**src/exe_params.svh**
```systemverilog
`ifndef EXE_PARAMS_SVH
`define EXE_PARAMS_SVH

`define DATA_W      32  // datapath word
`define REG_ADDR_W  5
`define MULT_CYCLES 32  // one iteration per multiplier bit
`define LINK_REG    31

`endif

```
**src/cpuTypesPkg.sv**
```systemverilog
`include "exe_params.svh"

package cpuTypesPkg;

    typedef struct packed {
        logic [5:0]             opcode;
        logic [`REG_ADDR_W-1:0] rs;
        logic [`REG_ADDR_W-1:0] rt;
        logic [`REG_ADDR_W-1:0] rd;
        logic [4:0]             shamt;
        logic [5:0]             funct;
    } rFormat_t;

    typedef struct packed {
        logic [5:0]             opcode;
        logic [`REG_ADDR_W-1:0] rs;
        logic [`REG_ADDR_W-1:0] rt;
        logic [15:0]            imm;
    } iFormat_t;

    // same instruction word, viewed as R or I format
    typedef union packed {
        rFormat_t r;
        iFormat_t i;
    } instrWord_u;

    typedef enum logic [4:0] {
        ALU_ADD, ALU_ADDU, ALU_SUB, ALU_SUBU,
        ALU_AND, ALU_OR, ALU_XOR, ALU_NOR,
        ALU_SLT, ALU_SLTU,
        ALU_SLL, ALU_SRL, ALU_SRA, ALU_LUI,
        ALU_MULT, ALU_MULTU,  // handled by multHiLo
        ALU_NOP
    } aluOp_e;

endpackage

```
**src/pipeTypesPkg.sv**
```systemverilog
package pipeTypesPkg;

    typedef enum logic [1:0] {
        WB_ALU,
        WB_HI,
        WB_LO,
        WB_PC8  // link value
    } wbSel_e;

    typedef enum logic [1:0] {
        DST_RD,
        DST_RT,
        DST_LINK
    } dstSel_e;

    typedef struct packed {
        logic hiWr;
        logic loWr;
    } hiLoWr_t;

    typedef enum logic [2:0] {
        BR_NONE, BR_BEQ, BR_BNE, BR_BLEZ,
        BR_BGTZ, BR_BLTZ, BR_BGEZ, BR_JR
    } branch_e;

endpackage

```
**src/exeStageIf.sv**
```systemverilog
`include "exe_params.svh"

interface exeStageIf import cpuTypesPkg::*, pipeTypesPkg::*; ();

    logic [`DATA_W-1:0] pc;
    instrWord_u         instr;
    logic [`DATA_W-1:0] busA;
    logic [`DATA_W-1:0] busB;
    aluOp_e             aluOp;
    logic               aluSrcA;  // shamt as operand A
    logic               aluSrcB;  // immediate as operand B
    wbSel_e             wbSel;
    dstSel_e            dstSel;
    logic               regWr;
    hiLoWr_t            hiLoWr;
    branch_e            branch;
    logic               predTaken;
    logic [`DATA_W-1:0] predTarget;

    modport producer (output pc, instr, busA, busB, aluOp, aluSrcA, aluSrcB, wbSel, dstSel,
                      regWr, hiLoWr, branch, predTaken, predTarget);

    modport consumer (input pc, instr, busA, busB, aluOp, aluSrcA, aluSrcB, wbSel, dstSel,
                      regWr, hiLoWr, branch, predTaken, predTarget);

endinterface

```
**src/exeAlu.sv**
```systemverilog
`include "exe_params.svh"

module exeAlu
    import cpuTypesPkg::*;
(
    exeStageIf.consumer        stage,
    output logic [`DATA_W-1:0] aluOut,
    output logic               overflow
);

    localparam int MSB = `DATA_W - 1;

    logic [`DATA_W-1:0] opA;
    logic [`DATA_W-1:0] opB;
    logic [`DATA_W-1:0] immExt;
    logic [`DATA_W-1:0] sum;
    logic [`DATA_W-1:0] diff;
    logic               isLogic;

    assign isLogic = stage.aluOp inside {ALU_AND, ALU_OR, ALU_XOR, ALU_NOR};
    assign immExt  = isLogic ? {{(`DATA_W-16){1'b0}}, stage.instr.i.imm}
                             : {{(`DATA_W-16){stage.instr.i.imm[15]}}, stage.instr.i.imm};

    assign opA  = stage.aluSrcA ? {{(`DATA_W-5){1'b0}}, stage.instr.r.shamt} : stage.busA;
    assign opB  = stage.aluSrcB ? immExt : stage.busB;
    assign sum  = opA + opB;
    assign diff = opA - opB;

    always_comb begin
        aluOut   = '0;
        overflow = 1'b0;
        case (stage.aluOp)
            ALU_ADD: begin
                aluOut   = sum;
                overflow = (opA[MSB] == opB[MSB]) && (sum[MSB] != opA[MSB]);
            end
            ALU_SUB: begin
                aluOut   = diff;
                overflow = (opA[MSB] != opB[MSB]) && (diff[MSB] != opA[MSB]);
            end
            ALU_ADDU: aluOut = sum;
            ALU_SUBU: aluOut = diff;
            ALU_AND:  aluOut = opA & opB;
            ALU_OR:   aluOut = opA | opB;
            ALU_XOR:  aluOut = opA ^ opB;
            ALU_NOR:  aluOut = ~(opA | opB);
            ALU_SLT:  aluOut[0] = $signed(opA) < $signed(opB);
            ALU_SLTU: aluOut[0] = opA < opB;
            ALU_SLL:  aluOut = opB << opA[4:0];  // shift amount in A
            ALU_SRL:  aluOut = opB >> opA[4:0];
            ALU_SRA:  aluOut = $signed(opB) >>> opA[4:0];
            ALU_LUI:  aluOut = {opB[15:0], 16'b0};
            default:  aluOut = '0;  // mult ops and nop
        endcase
    end

endmodule

```
**src/exeOutput.sv**
```systemverilog
`include "exe_params.svh"

module exeOutput
    import pipeTypesPkg::*;
(
    exeStageIf.consumer            stage,
    input  logic [`DATA_W-1:0]     aluOut,
    input  logic                   overflow,
    input  logic [`DATA_W-1:0]     hi,
    input  logic [`DATA_W-1:0]     lo,
    output logic [`DATA_W-1:0]     exeResult,
    output logic [`REG_ADDR_W-1:0] exeDst,
    output logic                   exeRegWr,
    output logic                   exeOverflow,
    output logic                   exePredFailed,
    output logic [`DATA_W-1:0]     exeCorrection
);

    logic               taken;
    logic [`DATA_W-1:0] pcPlus4;
    logic [`DATA_W-1:0] pcPlus8;
    logic [`DATA_W-1:0] brOffset;
    logic [`DATA_W-1:0] target;

    assign pcPlus4  = stage.pc + `DATA_W'(4);
    assign pcPlus8  = stage.pc + `DATA_W'(8);
    assign brOffset = {{(`DATA_W-18){stage.instr.i.imm[15]}}, stage.instr.i.imm, 2'b00};
    assign target   = (stage.branch == BR_JR) ? stage.busA : pcPlus4 + brOffset;

    always_comb begin
        case (stage.wbSel)
            WB_HI:   exeResult = hi;
            WB_LO:   exeResult = lo;
            WB_PC8:  exeResult = pcPlus8;
            default: exeResult = aluOut;
        endcase
        case (stage.dstSel)
            DST_RT:   exeDst = stage.instr.r.rt;
            DST_LINK: exeDst = `REG_ADDR_W'(`LINK_REG);
            default:  exeDst = stage.instr.r.rd;
        endcase
    end

    always_comb begin
        case (stage.branch)
            BR_BEQ:  taken = stage.busA == stage.busB;
            BR_BNE:  taken = stage.busA != stage.busB;
            BR_BLEZ: taken = $signed(stage.busA) <= 0;
            BR_BGTZ: taken = $signed(stage.busA) > 0;
            BR_BLTZ: taken = stage.busA[`DATA_W-1];
            BR_BGEZ: taken = !stage.busA[`DATA_W-1];
            BR_JR:   taken = 1'b1;
            default: taken = 1'b0;
        endcase
    end

    assign exeRegWr    = stage.regWr && !overflow;  // no write-back on overflow
    assign exeOverflow = overflow;

    // wrong direction, or right direction to the wrong place
    assign exePredFailed = (taken != stage.predTaken) ||
                           (taken && (target != stage.predTarget));
    assign exeCorrection = taken ? target : pcPlus8;

endmodule

```
**src/exeStage.sv**
```systemverilog
`include "exe_params.svh"

module exeStage
    import cpuTypesPkg::*;
    import pipeTypesPkg::*;
(
    input  logic                   clk,
    input  logic                   rst,
    input  logic                   exeWr,
    input  logic                   exeFlush,
    input  logic [`DATA_W-1:0]     idPc,
    input  instrWord_u             idInstr,
    input  logic [`DATA_W-1:0]     idBusA,
    input  logic [`DATA_W-1:0]     idBusB,
    input  aluOp_e                 idAluOp,
    input  logic                   idAluSrcA,
    input  logic                   idAluSrcB,
    input  wbSel_e                 idWbSel,
    input  dstSel_e                idDstSel,
    input  logic                   idRegWr,
    input  hiLoWr_t                idHiLoWr,
    input  branch_e                idBranch,
    input  logic                   idPredTaken,
    input  logic [`DATA_W-1:0]     idPredTarget,
    output logic [`DATA_W-1:0]     exeResult,
    output logic [`REG_ADDR_W-1:0] exeDst,
    output logic                   exeRegWr,
    output logic                   exeOverflow,
    output logic                   exePredFailed,
    output logic [`DATA_W-1:0]     exeCorrection,
    output logic                   multStall
);

    logic [`DATA_W-1:0] aluOut;
    logic               overflow;
    logic [`DATA_W-1:0] hi;
    logic [`DATA_W-1:0] lo;

    exeStageIf stage ();  // registered stage contents

    exeStageReg uStageReg (
        .clk, .rst, .exeWr, .exeFlush,
        .idPc, .idInstr, .idBusA, .idBusB, .idAluOp, .idAluSrcA, .idAluSrcB,
        .idWbSel, .idDstSel, .idRegWr, .idHiLoWr, .idBranch, .idPredTaken, .idPredTarget,
        .stage (stage.producer)
    );

    exeAlu uAlu (.stage (stage.consumer), .aluOut, .overflow);

    multHiLo uMultHiLo (
        .clk, .rst, .exeWr, .exeFlush,
        .stage (stage.consumer), .hi, .lo, .multStall
    );

    exeOutput uOutput (
        .stage (stage.consumer), .aluOut, .overflow, .hi, .lo,
        .exeResult, .exeDst, .exeRegWr, .exeOverflow, .exePredFailed, .exeCorrection
    );

endmodule

```
**src/exeStageReg.sv**
```systemverilog
`include "exe_params.svh"

module exeStageReg
    import cpuTypesPkg::*;
    import pipeTypesPkg::*;
(
    input  logic               clk,
    input  logic               rst,
    input  logic               exeWr,
    input  logic               exeFlush,
    input  logic [`DATA_W-1:0] idPc,
    input  instrWord_u         idInstr,
    input  logic [`DATA_W-1:0] idBusA,
    input  logic [`DATA_W-1:0] idBusB,
    input  aluOp_e             idAluOp,
    input  logic               idAluSrcA,
    input  logic               idAluSrcB,
    input  wbSel_e             idWbSel,
    input  dstSel_e            idDstSel,
    input  logic               idRegWr,
    input  hiLoWr_t            idHiLoWr,
    input  branch_e            idBranch,
    input  logic               idPredTaken,
    input  logic [`DATA_W-1:0] idPredTarget,
    exeStageIf.producer        stage
);

    // control fields, a bubble after reset or flush
    always_ff @(posedge clk) begin
        if (rst || exeFlush) begin
            stage.aluOp     <= ALU_NOP;
            stage.regWr     <= 1'b0;
            stage.hiLoWr    <= '0;
            stage.branch    <= BR_NONE;
            stage.predTaken <= 1'b0;  // no mispredict from a bubble
        end else if (exeWr) begin
            stage.aluOp     <= idAluOp;
            stage.regWr     <= idRegWr;
            stage.hiLoWr    <= idHiLoWr;
            stage.branch    <= idBranch;
            stage.predTaken <= idPredTaken;
        end
    end

    always_ff @(posedge clk) begin
        if (exeWr) begin
            stage.pc         <= idPc;
            stage.instr      <= idInstr;
            stage.busA       <= idBusA;
            stage.busB       <= idBusB;
            stage.aluSrcA    <= idAluSrcA;
            stage.aluSrcB    <= idAluSrcB;
            stage.wbSel      <= idWbSel;
            stage.dstSel     <= idDstSel;
            stage.predTarget <= idPredTarget;
        end
    end

endmodule

```
**src/multHiLo.sv**
```systemverilog
`include "exe_params.svh"

module multHiLo
    import cpuTypesPkg::*;
(
    input  logic               clk,
    input  logic               rst,
    input  logic               exeWr,
    input  logic               exeFlush,
    exeStageIf.consumer        stage,
    output logic [`DATA_W-1:0] hi,
    output logic [`DATA_W-1:0] lo,
    output logic               multStall
);

    localparam int MSB   = `DATA_W - 1;
    localparam int CNT_W = $clog2(`MULT_CYCLES);

    logic [CNT_W-1:0]     cnt;
    logic                 done;
    logic                 isMult;
    logic                 signedOp;
    logic                 leave;
    logic [`DATA_W-1:0]   absA;
    logic [`DATA_W-1:0]   absB;
    logic [2*`DATA_W-1:0] prod;
    logic [2*`DATA_W-1:0] work;
    logic [2*`DATA_W-1:0] product;
    logic [`DATA_W:0]     partial;

    assign isMult    = (stage.aluOp == ALU_MULT) || (stage.aluOp == ALU_MULTU);
    assign signedOp  = stage.aluOp == ALU_MULT;
    assign leave     = exeWr || exeFlush;  // instruction leaves the stage
    assign multStall = isMult && !done;

    assign absA = (signedOp && stage.busA[MSB]) ? -stage.busA : stage.busA;
    assign absB = (signedOp && stage.busB[MSB]) ? -stage.busB : stage.busB;

    // multiplier sits in the low half, shifted out as the product comes in
    assign work    = (cnt == '0) ? {{`DATA_W{1'b0}}, absB} : prod;
    assign partial = {1'b0, work[2*`DATA_W-1:`DATA_W]} + (work[0] ? {1'b0, absA} : '0);
    assign product = (signedOp && (stage.busA[MSB] ^ stage.busB[MSB])) ? -prod : prod;

    always_ff @(posedge clk) begin
        if (rst || leave) begin
            cnt  <= '0;
            done <= 1'b0;
        end else if (multStall) begin
            cnt <= cnt + 1'b1;
            if (cnt == CNT_W'(`MULT_CYCLES - 1))
                done <= 1'b1;
        end
    end

    always_ff @(posedge clk) begin
        if (multStall)
            prod <= {partial, work[`DATA_W-1:1]};
    end

    always_ff @(posedge clk) begin
        if (rst) begin
            hi <= '0;
            lo <= '0;
        end else if (leave) begin
            if (isMult && done) begin
                {hi, lo} <= product;
            end else begin  // mthi / mtlo, aborted multiply writes nothing
                if (stage.hiLoWr.hiWr) hi <= stage.busA;
                if (stage.hiLoWr.loWr) lo <= stage.busA;
            end
        end
    end

endmodule

```
**config.mk**
```make
export PLATFORM = sky130hd
export DESIGN_NAME = exeStage
export DESIGN_NICKNAME = d
export VERILOG_FILES = /design/src/cpuTypesPkg.sv /design/src/pipeTypesPkg.sv /design/src/exeStageIf.sv /design/src/exeAlu.sv /design/src/exeOutput.sv /design/src/exeStage.sv /design/src/exeStageReg.sv /design/src/multHiLo.sv
export VERILOG_INCLUDE_DIRS = /design/src
export SDC_FILE = /design/constraint.sdc
export NUM_CORES = 1
export LEC_CHECK = 0
export BUFFER_PORTS_ARGS = -buffer_cell sky130_fd_sc_hd__buf_2
export CORE_MARGIN = 1
export CORE_UTILIZATION = 50
export CTS_BUF_LIST = sky130_fd_sc_hd__clkbuf_16
export CTS_CLUSTER_SIZE = 30
export DETAILED_ROUTE_END_ITERATION = 6
export PLACE_DENSITY = 0.7
export REMOVE_ABC_BUFFERS = 1
export SYNTH_ARGS = -nofsm -noshare
export SYNTH_HDL_FRONTEND = slang
export SYNTH_SLANG_ARGS = --single-unit
export TNS_END_PERCENT = 5
```
**constraint.sdc**
```tcl
create_clock -name clk -period 9.75 [get_ports clk]
set_clock_uncertainty 0.05 [all_clocks]
set_input_delay 2.4375 -clock clk [delete_from_list [all_inputs] [get_ports clk]]
set_output_delay 2.4375 -clock clk [all_outputs]
set_load 0.02 [all_outputs]
```
==> flow_summary_export.csv <==
group,metric,value,unit
outcome,outcome,"finished clean",
layout,area_growth,10.3,%
routing,ant_nets,0,
routing,viasPerCell,6.41,
clocking,cts-buffers-inserted,34,
worst_setup_path,cp-start-kind,"flip-flop",
global_route,grt_overflow,0,
placed_design,dp_cells,4487,
timing,relSlewSlack,20.1,%
power,p_comb_share,37.6,%
run,drv_cap,0,
worst_setup_path,worst_path_max_delay_cell,"mux2i_1",
power,power_leakage,12.8,nW
hold_path,hp-class,"flip-flop to flip-flop",
timing,rsz0062_at_grt,"false",
logic_synthesis,yosys-top-cells-area,"edfxtp_1 22%, ha_1 8.4%, nor2_1 6.1%",
floorplanning,start_util,50.7,%
power,ir_drop,169,uV
clocking,cts_hold_buf,0,
clocking,cts.repair_timing.setup_buffer_count,0,
global_route,track_usage,38.7,%
timing,slew_viol_final,0,
power,p_clk_share,29.3,%
placed_design,dpl_cell_area,0.0312,mm2
global_route,grt_antenna_before_repair,2,
routing,routedWlPerCell,26.1,um
placed_design,gp_congestion,1.04,
routing,drc,0,
routing,dr_wl_met2,54500,um
logic_synthesis,synth_top_cell_by_area,"edfxtp_1",
timing,finalHoldViolCount,0,
clocking,cts_resized,0,
logic_synthesis,synthArstFlopShare,0,%
placed_design,numPortBuffers,243,
logic_synthesis,yosysSeqAreaShare,28.0,%
timing,holdWs,0.410,ns
logic_synthesis,synth_ff_type,"edfxtp_1",
worst_setup_path,crit_path_frequent_cell,"o21a_1",
logic_synthesis,avgSynthCellArea,8.00,um2
logic_synthesis,synth_edf_count,219,
logic_synthesis,synth.top_cell.area_share,22.4,%
timing,max_freq,114,MHz
layout,drive_above_1_share,11.3,%
routing,via_count,29200,
worst_setup_path,worstPathArrival,6.28,ns
clocking,clockRootBuffer,"clkbuf_16",
logic_synthesis,synth.most_common_cell,"nor2_1",
logic_synthesis,synth_cells,3665,
layout,fillers,5532,
clocking,cts_tree,"yes",
routing,wl_met3,10100,um
timing,setup_viol,0,
placed_design,hpwl,91900,um
routing,wirelength_met1,47100,um
worst_setup_path,criticalPathCategory,"flip-flop to output pin",
timing,worst_pin_slew,1.19,ns
floorplanning,num_rows,88,
clocking,clock_latency,0.56,ns
global_route,grt_max_degree,97,
routing,routed_wl,119000,um
routing,routed.top_layer,"met5",
worst_setup_path,cp_slowest_stage_delay,0.85,ns
logic_synthesis,yosysUniqueCellTypes,82,
logic_synthesis,synth.cell_area,0.0293,mm2
power,powerDensity,145,mW/mm2
floorplanning,die_y,244,um
power,p_switching,0.00182,W
power,seqPwrFrac,33.1,%
layout,multi_input_area,0.0196,mm2
global_route,first_global_vias,27400,
timing,fin_crit_sh,89.9,%
power,switching_share,38.7,%
clocking,clk_pin_slew,0.06,ns
floorplanning,die_width,244,um
routing,dr.pass1.iters,6,
clocking,cts_max_path_buffers,3,
clocking,clock_sinks,301,
layout,fin_nets,4140,
layout,finalInstanceArea,0.0323,mm2
worst_setup_path,end_kind,"output pin",
worst_setup_path,cp.required,7.26,ns
logic_synthesis,yosysWarnings,0,
floorplanning,die_area,0.0596,mm2
worst_setup_path,crit_chain,"mux2i_1 > ha_1 > o21a_1 > o21a_1 > o311a_1 > o31ai_1 > a31oi_1 > o2111a_1 > o41ai_1 > xnor2_1 > a32oi_1 > o21a_1 > buf_2",
power,internal_power,0.00289,W
global_route,grt_pass1_wl,173000,um
logic_synthesis,synth_seq_cells,301,
timing,period_minus_slack,8.77,ns
logic_synthesis,synth_common_cells,"476 x nor2_1, 350 x a21oi_1, 246 x o21ai_0, 229 x clkbuf_1, 227 x nand2_1",
layout,ff_latch_area,0.00822,mm2
floorplanning,coreArea,0.0578,mm2
layout,fin_cells,4549,
floorplanning,io_pins,255,
worst_setup_path,critPathMaxFanout,8,
clocking,cts_max_level,2,
routing,dr.first_iter.drc_count,3479,
==> metrics by stage <==
| step | power [W] | utilization [%] | setup WS (ns) | setup TNS (ns) |
|---|---|---|---|---|
| 5_1_grt | 0.00489 | 55.9 | 0.838 | 0 |
| 3_3_place_gp | 0.00330 | 53.9 | 1.79 | 0 |
| 2_1_floorplan | 0.00269 | - | -4.62 | -278.24 |
| 3_5_place_dp | 0.00329 | 53.9 | 1.81 | 0 |
| 4_1_cts | 0.00467 | 55.9 | 1.19 | 0 |
| 6_report | 0.00470 | 55.9 | 0.985 | 0 |
==> layer usage <==
layer | track usage (%) | vias to the layer above
met4 | 20.8 | 4
li1 | - | 13500
met1 | 49.3 | 13900
met2 | 63.0 | 1418
met5 | 0 | -
met3 | 5.78 | 279
==> kinds of logic (layout without fill, tap and decap cells) <==
| group | Yosys count | after routing | synth area share, % |
|---|---|---|---|
| AND/OR/NAND/NOR | 1131 | 1131 | 17.8 |
| AO/OA/AOI/OAI | 1128 | 1128 | 24.5 |
| buffers and inverters | 413 | 531 | 5.31 |
| XOR/XNOR | 303 | 303 | 9.05 |
| flip-flops | 301 | 301 | 28.0 |
| adder cells (fa/ha/maj) | 200 | 200 | 8.64 |
| multiplexers | 189 | 189 | 6.60 |
| other | 0 | 1 | 0 |
==> power by group through the flow <==
| stage | Sequential, W | Clock (W) | Combinational (W) |
|---|---|---|---|
| 2_1_floorplan | 0.00154 | 0 | 0.00115 |
| 3_5_place_dp | 0.00158 | 0 | 0.00172 |
| 3_3_place_gp | 0.00157 | 0 | 0.00172 |
| 4_1_cts | 0.00155 | 0.00139 | 0.00173 |
| 6_report | 0.00156 | 0.00138 | 0.00177 |
| 5_1_grt | 0.00156 | 0.00143 | 0.00190 |
==> flip-flops by register name (all words and copies together) (netlist names), 3 cells and up <==
signal and count:
uStageReg.stage.busA 32, uStageReg.stage.predTarget 32, uMultHiLo.hi 32, uStageReg.stage.busB 32
uMultHiLo.lo 32, uStageReg.stage.pc 32, uStageReg.stage.instr 21, uMultHiLo.prod 64
uStageReg.stage.branch 3, uStageReg.stage.aluOp 5, uMultHiLo.cnt 5
==> final cells by class <==
cell class | instances | area share (%)
inverters | 158 | 1.83
well taps | 765 | 2.96
repair buffers | 312 | 5.39
diodes | 1 | 0.00774
multi-input cells | 2951 | 60.8
clock inverters | 24 | 0.751
clock buffers | 37 | 2.86
flip-flops and latches | 301 | 25.4
==> critical path, delay by kind of cell, from the launching register on <==
kind,cells,cell delay [ns]
compound gates,9,3.40
mux,1,0.85
flops,1,0.71
fa+ha+maj,1,0.45
buf+inv,1,0.15
xor+xnor,1,0.13
==> worst paths after layout <==
kind                                         start  cells after the start  slack (ns)                       endpoint
max reg2reg  uStageReg.stage.aluOp[1]$_SDFFE_PP0P_                     20        3.38   uMultHiLo.prod[62]$_DFFE_PP_
min reg2reg          uMultHiLo.lo[20]$_SDFFE_PP0P_                      2        0.41  uMultHiLo.lo[20]$_SDFFE_PP0P_
max              uStageReg.stage.aluSrcB$_DFFE_PP_                     13        0.98                       exeRegWr
min                  uMultHiLo.lo[20]$_SDFFE_PP0P_                      2        0.41  uMultHiLo.lo[20]$_SDFFE_PP0P_
==> cells in the final DEF, fill, tap and decap left out, types with 14 or more instances in the layout <==
cell type / n
inv_1: 158
a21oi_1: 349
nand4_1: 28
o31ai_1: 38
a21o_1: 39
o41ai_1: 14
mux2_2: 23
nor4_1: 22
ha_1: 196
a22oi_1: 29
a311oi_1: 14
a221oi_1: 15
or3_1: 35
buf_2: 242
and2_1: 15
a222oi_1: 14
mux2i_1: 163
a211o_1: 20
xnor2_1: 196
o21a_1: 22
and3_1: 22
dfxtp_1: 80
nand2_1: 226
buf_4: 69
clkbuf_16: 37
nand3_1: 62
o21bai_1: 22
nor2_1: 476
o221ai_1: 20
o211ai_1: 32
nand2b_1: 52
a211oi_1: 104
a31oi_1: 38
o22ai_1: 22
xor2_1: 107
nor3_1: 82
nor2b_1: 49
edfxtp_1: 219
o21ai_0: 246
(Power assumes the default switching activity.)
